<file path="src/hdl/game_port_pkg.sv">
// Game port package with joystick word widths, pad bit positions and word types

package game_port_pkg;

	// ===================================================================
	// Digital joystick word
	// ===================================================================

	// Bit order is Fire 2, Fire 1, Up, Down, Left, Right
	localparam int JOY_BITS = 6;

	// Fire 1 position; the four direction bits sit below it
	localparam int JOY_FIRE_MERGED = 4;

	// ===================================================================
	// Analog stick word
	// ===================================================================

	localparam int AXIS_W = 8;

	// X axis in the high byte, Y axis in the low byte
	localparam int ANALOG_W = 16;

	// Paddle bit flipped to turn the paddle into a signed axis value
	localparam int PADDLE_SIGN = 7;

	// ===================================================================
	// Decoded DB9 / DB15 pad word
	// ===================================================================

	// Low nibble is Up, Down, Left, Right like the joystick word
	localparam int PAD_W = 16;

	localparam int DB_BTN_A = 4;
	localparam int DB_BTN_B = 5;
	localparam int DB_BTN_C = 6;
	localparam int DB_START = 10;

	// Word types
	typedef logic [JOY_BITS-1:0] joy_word_t;

	typedef logic [AXIS_W-1:0] axis_t;

	typedef logic [ANALOG_W-1:0] analog_word_t;

	typedef logic [PAD_W-1:0] pad_word_t;

endpackage

</file>
<file path="src/hdl/joy_digital_select.sv">
// Digital joystick select: pad source choice, menu muting and menu request

`timescale 1ns/100ps

module joy_digital_select
	import game_port_pkg::*;
(
	input  logic      clk_sys,
	input  logic      dd_reset,

	// Joystick sources
	input  joy_word_t usb_joy,
	input  pad_word_t pad_db9,
	input  pad_word_t pad_db15,
	input  logic      use_db9,
	input  logic      use_db15,

	// On-screen menu state
	input  logic      osd_open,

	output joy_word_t pad_joy,
	output joy_word_t menu_raw,
	output logic      menu_request
);

	pad_word_t sel_pad;
	logic      pad_ena;
	joy_word_t pad_mapped;
	joy_word_t pad_joy_nxt;
	joy_word_t menu_raw_nxt;
	logic      menu_request_nxt;

	// ===================================================================
	// Source selection
	// ===================================================================

	// DB9 wins over DB15 when both are enabled
	always_comb begin
		if (use_db9) begin
			sel_pad = pad_db9;
		end else if (use_db15) begin
			sel_pad = pad_db15;
		end else begin
			sel_pad = '0;
		end
	end

	assign pad_ena = use_db9 | use_db15;

	// C becomes Fire 2, A and B share Fire 1
	assign pad_mapped = {
		sel_pad[DB_BTN_C],
		sel_pad[DB_BTN_B] | sel_pad[DB_BTN_A],
		sel_pad[JOY_FIRE_MERGED-1:0]
	};

	// ===================================================================
	// Menu muting and menu request
	// ===================================================================

	always_comb begin
		if (!pad_ena) begin
			pad_joy_nxt = usb_joy;
		end else if (osd_open) begin
			// External pad drives the menu instead of the game
			pad_joy_nxt = '0;
		end else begin
			pad_joy_nxt = pad_mapped;
		end
	end

	// Raw direction and button bits for menu navigation
	assign menu_raw_nxt = osd_open ? sel_pad[JOY_BITS-1:0] : '0;

	// Start plus C opens the menu
	assign menu_request_nxt = sel_pad[DB_START] & sel_pad[DB_BTN_C];

	// ===================================================================
	// Output registers
	// ===================================================================

	always_ff @(posedge clk_sys) begin
		if (dd_reset) begin
			pad_joy      <= '0;
			menu_raw     <= '0;
			menu_request <= 1'b0;
		end else begin
			pad_joy      <= pad_joy_nxt;
			menu_raw     <= menu_raw_nxt;
			menu_request <= menu_request_nxt;
		end
	end

endmodule

</file>
<file path="src/hdl/joy_analog_select.sv">
// Analog stick select: axis swap, paddle substitution and zero-axis flags

`timescale 1ns/100ps

module joy_analog_select
	import game_port_pkg::*;
(
	input  logic         clk_sys,
	input  logic         dd_reset,

	// Analog sources
	input  analog_word_t analog_in,
	input  axis_t        paddle_in,

	// Axis options
	input  logic         axes_swapped,
	input  logic         paddle_on_x,
	input  logic         paddle_on_y,

	output analog_word_t stick_an,
	output logic         x_zero,
	output logic         y_zero
);

	analog_word_t stick_word;
	axis_t        stick_x;
	axis_t        stick_y;
	axis_t        paddle_val;
	axis_t        an_x_nxt;
	axis_t        an_y_nxt;

	// ===================================================================
	// Axis order
	// ===================================================================

	// Host word arrives with the axes in the opposite order by default
	always_comb begin
		if (axes_swapped) begin
			stick_word = analog_in;
		end else begin
			stick_word = {analog_in[AXIS_W-1:0], analog_in[ANALOG_W-1:AXIS_W]};
		end
	end

	assign stick_x = stick_word[ANALOG_W-1:AXIS_W];
	assign stick_y = stick_word[AXIS_W-1:0];

	// ===================================================================
	// Paddle substitution
	// ===================================================================

	// Unsigned paddle position to signed axis value
	always_comb begin
		paddle_val              = paddle_in;
		paddle_val[PADDLE_SIGN] = ~paddle_in[PADDLE_SIGN];
	end

	always_comb begin
		an_x_nxt = stick_x;
		an_y_nxt = stick_y;
		if (paddle_on_x) begin
			an_x_nxt = paddle_val;
		end
		if (paddle_on_y) begin
			an_y_nxt = paddle_val;
		end
	end

	// ===================================================================
	// Output registers
	// ===================================================================

	// Zero flags look at the stick itself and ignore the paddle
	always_ff @(posedge clk_sys) begin
		if (dd_reset) begin
			stick_an <= '0;
			x_zero   <= 1'b0;
			y_zero   <= 1'b0;
		end else begin
			stick_an <= {an_x_nxt, an_y_nxt};
			x_zero   <= (stick_x == '0);
			y_zero   <= (stick_y == '0);
		end
	end

endmodule

</file>
<file path="src/hdl/game_port_merge.sv">
// Game port merge: masks digital directions by analog deflection, registers both words

`timescale 1ns/100ps

module game_port_merge
	import game_port_pkg::*;
(
	input  logic         clk_sys,
	input  logic         dd_reset,

	// Digital path
	input  joy_word_t    pad_joy,

	// Analog path
	input  analog_word_t stick_an,
	input  logic         x_zero,
	input  logic         y_zero,

	output joy_word_t    joy,
	output analog_word_t joy_an
);

	joy_word_t dir_mask;
	joy_word_t joy_nxt;

	// ===================================================================
	// Direction mask
	// ===================================================================

	// Fire bits always pass
	// Up/Down follow the Y axis, Left/Right follow the X axis
	always_comb begin
		dir_mask                         = '1;
		dir_mask[JOY_FIRE_MERGED-1 -: 2] = {2{y_zero}};
		dir_mask[1:0]                    = {2{x_zero}};
	end

	assign joy_nxt = pad_joy & dir_mask;

	// ===================================================================
	// Output registers
	// ===================================================================

	// Both words leave together so the core sees a matched pair
	always_ff @(posedge clk_sys) begin
		if (dd_reset) begin
			joy    <= '0;
			joy_an <= '0;
		end else begin
			joy    <= joy_nxt;
			joy_an <= stick_an;
		end
	end

endmodule

</file>
<file path="src/hdl/game_port_top.sv">
// Game port top: digital and analog joystick conditioning feeding the merge stage

`timescale 1ns/100ps

module game_port_top
	import game_port_pkg::*;
(
	input  logic         clk_sys,
	input  logic         dd_reset,

	// Digital sources
	input  joy_word_t    usb_joy,
	input  pad_word_t    pad_db9,
	input  pad_word_t    pad_db15,
	input  logic         use_db9,
	input  logic         use_db15,
	input  logic         osd_open,

	// Analog sources
	input  analog_word_t analog_in,
	input  axis_t        paddle_in,
	input  logic         axes_swapped,
	input  logic         paddle_on_x,
	input  logic         paddle_on_y,

	// To the core, two clocks after the inputs
	output joy_word_t    joy,
	output analog_word_t joy_an,

	// To the menu, one clock after the inputs
	output joy_word_t    menu_raw,
	output logic         menu_request
);

	joy_word_t    pad_joy;
	analog_word_t stick_an;
	logic         x_zero;
	logic         y_zero;

	joy_digital_select u_digital (
		.clk_sys      (clk_sys),
		.dd_reset     (dd_reset),
		.usb_joy      (usb_joy),
		.pad_db9      (pad_db9),
		.pad_db15     (pad_db15),
		.use_db9      (use_db9),
		.use_db15     (use_db15),
		.osd_open     (osd_open),
		.pad_joy      (pad_joy),
		.menu_raw     (menu_raw),
		.menu_request (menu_request)
	);

	joy_analog_select u_analog (
		.clk_sys      (clk_sys),
		.dd_reset     (dd_reset),
		.analog_in    (analog_in),
		.paddle_in    (paddle_in),
		.axes_swapped (axes_swapped),
		.paddle_on_x  (paddle_on_x),
		.paddle_on_y  (paddle_on_y),
		.stick_an     (stick_an),
		.x_zero       (x_zero),
		.y_zero       (y_zero)
	);

	game_port_merge u_merge (
		.clk_sys  (clk_sys),
		.dd_reset (dd_reset),
		.pad_joy  (pad_joy),
		.stick_an (stick_an),
		.x_zero   (x_zero),
		.y_zero   (y_zero),
		.joy      (joy),
		.joy_an   (joy_an)
	);

endmodule

</file>
<file path="config.mk">
export PLATFORM = sky130hd
export DESIGN_NAME = game_port_top
export DESIGN_NICKNAME = d
export VERILOG_FILES = /design/src/hdl/game_port_pkg.sv /design/src/hdl/joy_digital_select.sv /design/src/hdl/joy_analog_select.sv /design/src/hdl/game_port_merge.sv /design/src/hdl/game_port_top.sv
export SDC_FILE = /design/constraint.sdc
export NUM_CORES = 1
export LEC_CHECK = 0
export ABC_AREA = 1
export BUFFER_PORTS_ARGS = -buffer_cell sky130_fd_sc_hd__buf_4
export CAP_MARGIN = 40
export CELL_PAD_IN_SITES_DETAIL_PLACEMENT = 1
export CELL_PAD_IN_SITES_GLOBAL_PLACEMENT = 1
export CORE_ASPECT_RATIO = 0.7
export CORE_UTILIZATION = 31
export CTS_CLUSTER_DIAMETER = 200
export DETAILED_ROUTE_END_ITERATION = 8
export PLACE_DENSITY = 0.78
export SLEW_MARGIN = 10
export SYNTH_ARGS = -nofsm -noshare
export SYNTH_HDL_FRONTEND = slang
export SYNTH_SLANG_ARGS = --single-unit
</file>
<file path="constraint.sdc">
create_clock -name clk_sys -period 1.3 [get_ports clk_sys]
set_input_delay 0.39 -clock clk_sys [delete_from_list [all_inputs] [get_ports clk_sys]]
set_output_delay 0.39 -clock clk_sys [all_outputs]
set_load 0.03 [all_outputs]
</file>
Word level (Yosys, flattened, before mapping)
Index checks and enable logic that the tools add are counted.
- multiplexer cells: 7
- bitwise logic cells: 6
- reduce and logical (&&, ||, !) cells: 3
- operators by type and width (kind ; number):
    two-way mux 11 bit ; 2
    logical NOT 8 bit ; 2
    two-way mux 16 bit ; 1
    two-way mux 8 bit ; 2
    two-way mux 6 bit ; 2
    AND 6 bit ; 1
    NOT 1 bit ; 2
    bitwise OR 1 bit ; 2
    OR reduction 2 bit ; 1
    AND 1 bit ; 1
- register bits: 53
- bits of input ports: 70
- logic and storage cells: 24

Logic depth before layout (Yosys ltp)
- depth after elaboration: 5
- depth in mapped cells: 7
- mapped depth without buffers: 6

Cells and area by module
From an unflattened synthesis, not the netlist that was laid out.
- cell total of the unflattened synthesis: 286
- area, all modules: 2049.5 sq um
- by module, submodules not included (module ; times used ; cells each ; area an instance (sq um)):
    joy_analog_select ; 1 ; 145 ; 899.6
    game_port_merge ; 1 ; 68 ; 628.1
    joy_digital_select ; 1 ; 73 ; 521.8

Worst setup path after synthesis
OpenSTA, ideal clock, no wires.
- path type: input -> register
- from: input use_db15
- to: register u_digital.pad_joy[4]
- arrival: 901 ps
- required time: 1187 ps
- path slack: 286 ps
- stages: 5
- path through: buf_2 -> o21ai_0 -> nor2_1 -> nand2_1 -> nand2_1
- word-level cells in the longest chain between the ends: 5
- elaborated cells on any way between the ends: 6
- RTL lines (element ; RTL line ; source):
    from (decl) ; game_port_top.sv:16 ; input logic use_db15,
    two-way mux 11 bit ; joy_digital_select.sv:41 ; end else if (use_db15) begin
    two-way mux 11 bit ; joy_digital_select.sv:39 ; if (use_db9) begin
    bitwise OR 1 bit ; joy_digital_select.sv:53 ; sel_pad[DB_BTN_B] | sel_pad[DB_BTN_A],
    two-way mux 6 bit ; joy_digital_select.sv:64 ; end else if (osd_open) begin
    two-way mux 6 bit (*) ; joy_digital_select.sv:62 ; if (!pad_ena) begin
    to (signal assigned) ; joy_digital_select.sv:88 ; pad_joy <= pad_joy_nxt;
    to (decl) ; joy_digital_select.sv:21 ; output joy_word_t pad_joy,
Mark *: on every way between the ends. The rest lies on a longest branch, timed or not.
A chain may end at the register's enable or synchronous reset.

Worst setup path after layout
- from: register u_merge.joy_an[15]
- to: output joy_an[15]
- RTL lines (element ; RTL line ; source):
    from (decl) ; game_port_merge.sv:20 ; output analog_word_t joy_an
    from (signal assigned) ; game_port_merge.sv:51 ; joy_an <= stick_an;
    to (decl) ; game_port_top.sv:28 ; output analog_word_t joy_an,
No word-level cell between the ends.

==> results.txt <==
# clock sinks - 53
Worst VDD drop - 445 uV
Crit share post-route - 90.8%
Max-slew violations - 0
Critical path arrival - 0.79 ns
Clock Pin Slew Worst Setup and Hold Paths - 0.10 ns
Most common cell after layout, fill and taps aside - buf_4
Crit path cell chain - buf_4
Max Clk Rate - 847 MHz
CP max FO - 1
Maxcap violations - 0
CP endpoint kind - output port
Io pins - 99
Crit path buffers/inverters - 1
Core box area - 0.00628 sq mm
Final Hold Slack - 0.310 ns
Layout area overhead - 38.5%
Layout fillers - 826
Origin of the worst min-delay path - usb_joy[4]
Die area - 0.00691 sq mm
Status - finished, final reports clean
Number of CTS-inserted buffers - 5
Worst hold endpoint - u_digital.pad_joy[4]$_SDFF_PP0_
Final GP Congestion - 0.747
DR DRC count - 0
Synth area leaders - dfxtp_1 52%, nand2_1 14%, inv_1 9.4%
Total grt overflow - 0
Post-layout min period - 1.18 ns
CTS tree - built
Startpoint Class - flop
Worst hold-check path type - in -> reg
Syn Nets - 355
Total power - 0.00318 W
Synth cell types - 18
RSZ-0062 raised after global routing - false
Vias per cell - 4.34
Clk_lat worst skew - 0.30 ns
DR pass1 iterations - 4
Die X - 98.9 microns
# H-tree levels - 2
Proportion of layout cells with a drive suffix above 1 - 26.3%
RR Endpoint - u_merge.joy[2]$_SDFF_PP0_
Top Layer Used - met4
Crit Path Class - reg -> out
Most frequent cells in the layout - 85 x buf_4, 77 x nand2_1, 53 x dfxtp_1
Final setup viols - 0
FF-to-FF setup slack - 0.73 ns
First-pass GRT wire length - 9060 microns
Largest net degree at the start of global routing - 26
Multi-input logic area - 721 sq um
Met1 WL - 2610 microns
WL met2 - 2580 microns
Initial antenna violation count - 0
Worst slew pin tran - 0.373 ns
Post-cts resize count - 0
Synth Register Bits - 53
CP peak stage delay - 0.34 ns
Core Rows - 24
Initial Util - 32.5%
FF/Latch Area - 0.00106 sq mm
Met3 WL post-DR - 250 microns
Die span in y - 69.9 microns
CTS Root Cell - clkbuf_8
WL/cell - 12.3 microns
Worst R2R Path Depth - 2
Final WL - 5510 microns
Initial DRC count - 86
Nets - 438
Hold path depth - 3
Synth Area per Inst - 7.16 sq um
Mapped Area - 0.00204 sq mm
Antenna-violating nets left - 0
Vias in the first global route - 1991
CTS hold repair buffers - 0
Ant. Diodes - 0
Setup Buffers After CTS - 0
Synth top area share - 52.0%
CP top delay family - flip-flops
Leak - 1.51 nW
Final Hold Vio Count - 0
Gr usage total - 16.7%
Synth Instances - 285
Area leader, netlist - dfxtp_1
Slew headroom - 74.9%
Yosys warns - 0
WP data required - 0.91 ns
I/O Buffers - 82
Dpl hpwl - 4460 microns
Worst Skew - 0.0107 ns
Total number of vias - 1939
Clock tree buffer depth - 2
Pwr per Cell Area - 1130 mW/mm^2
Reg2Reg Launch Point - u_analog.y_zero$_SDFF_PP0_
Post-synthesis sequential area ratio - 52.0%
Slowest cell on the critical path - dfxtp_1
==> synth_stat cells (all sizes together) <==
cell type	instances
nand2	77
dfxtp	53
nor2	36
clkbuf	2
clkinv	1
a22oi	1
nand3	10
o21ai	25
a21oi	18
buf	8
o21a	2
inv	52
==> power by group <==
| part | internal, W | switching (W) | leakage, nW |
|---|---|---|---|
| Clock | 0.000380 | 0.000527 | 0.0374 |
| Sequential | 0.00170 | 0.0000222 | 0.436 |
| Combinational | 0.000237 | 0.000311 | 1.04 |
| Total | 0.00232 | 0.000859 | 1.51 |
==> metrics by stage <==
stage               instances  cell area (sq um)  util [%]  setup WS (ns)  setup TNS (ns)
finish                    447               2820      45.0          0.120               0
global placement          439               2740      43.6         0.0294               0
detailed placement        439               2740      43.6        -0.0281         -0.0302
floorplan                 285               2040         -          0.286               0
CTS                       447               2820      45.0         0.0902               0
global route              447               2820      45.0         0.0725               0
==> state kept, by name (all words and copies together), names as in the netlist <==
register	flops
u_digital.pad_joy	6
u_digital.menu_request	1
u_merge.joy	6
u_analog.stick_an	16
u_merge.joy_an	16
u_digital.menu_raw	6
u_analog.x_zero	1
u_analog.y_zero	1
==> layout make-up <==
cell class              count  share of cell area (%)
flip-flops and latches     53                    37.6
multi-input cells         169                    25.5
repair buffers             86                    23.3
inverters                  53                    7.04
well taps                  78                    3.46
clock buffers               6                    2.57
clock inverters             2                   0.532
==> worst min-delay path, delay by kind of cell <==
kind | cells | cell delay [ns]
buffers and inverters | 1 | 0.08
and+or+nand+nor | 2 | 0.12
==> worst max path at each step <==
| stage | from | endpoint | slack (ns) | cells after the start |
|---|---|---|---|---|
| 4_1_cts | u_merge.joy_an[15]$_SDFF_PP0_ | joy_an[15] | 0.09 | 1 |
| 3_3_place_gp | axes_swapped | u_analog.stick_an[4]$_SDFF_PP0_ | 0.03 | 6 |
| 5_1_grt | u_merge.joy_an[2]$_SDFF_PP0_ | joy_an[2] | 0.07 | 1 |
| 2_1_floorplan | use_db15 | u_digital.pad_joy[4]$_SDFF_PP0_ | 0.29 | 5 |
| 3_5_place_dp | axes_swapped | u_analog.stick_an[1]$_SDFF_PP0_ | -0.03 | 5 |
| 6_report | u_merge.joy_an[15]$_SDFF_PP0_ | joy_an[15] | 0.12 | 1 |
==> kinds of logic (layout without fill, tap and decap cells) <==
kind of cell,count (synthesis),count (layout),share of synthesized area [%]
AO/OA/AOI/OAI,46,46,11.8
buffers and inverters,63,147,12.6
flip-flops,53,53,52.0
AND/OR/NAND/NOR,123,123,23.5
==> routing by layer <==
metal  GRT usage, %  up-vias
met5              0        -
met3           3.00        7
met2           26.9       47
met4           4.64        0
li1               -     1020
met1           22.9      865
Note: power is estimated with default switching activity, not from simulation.
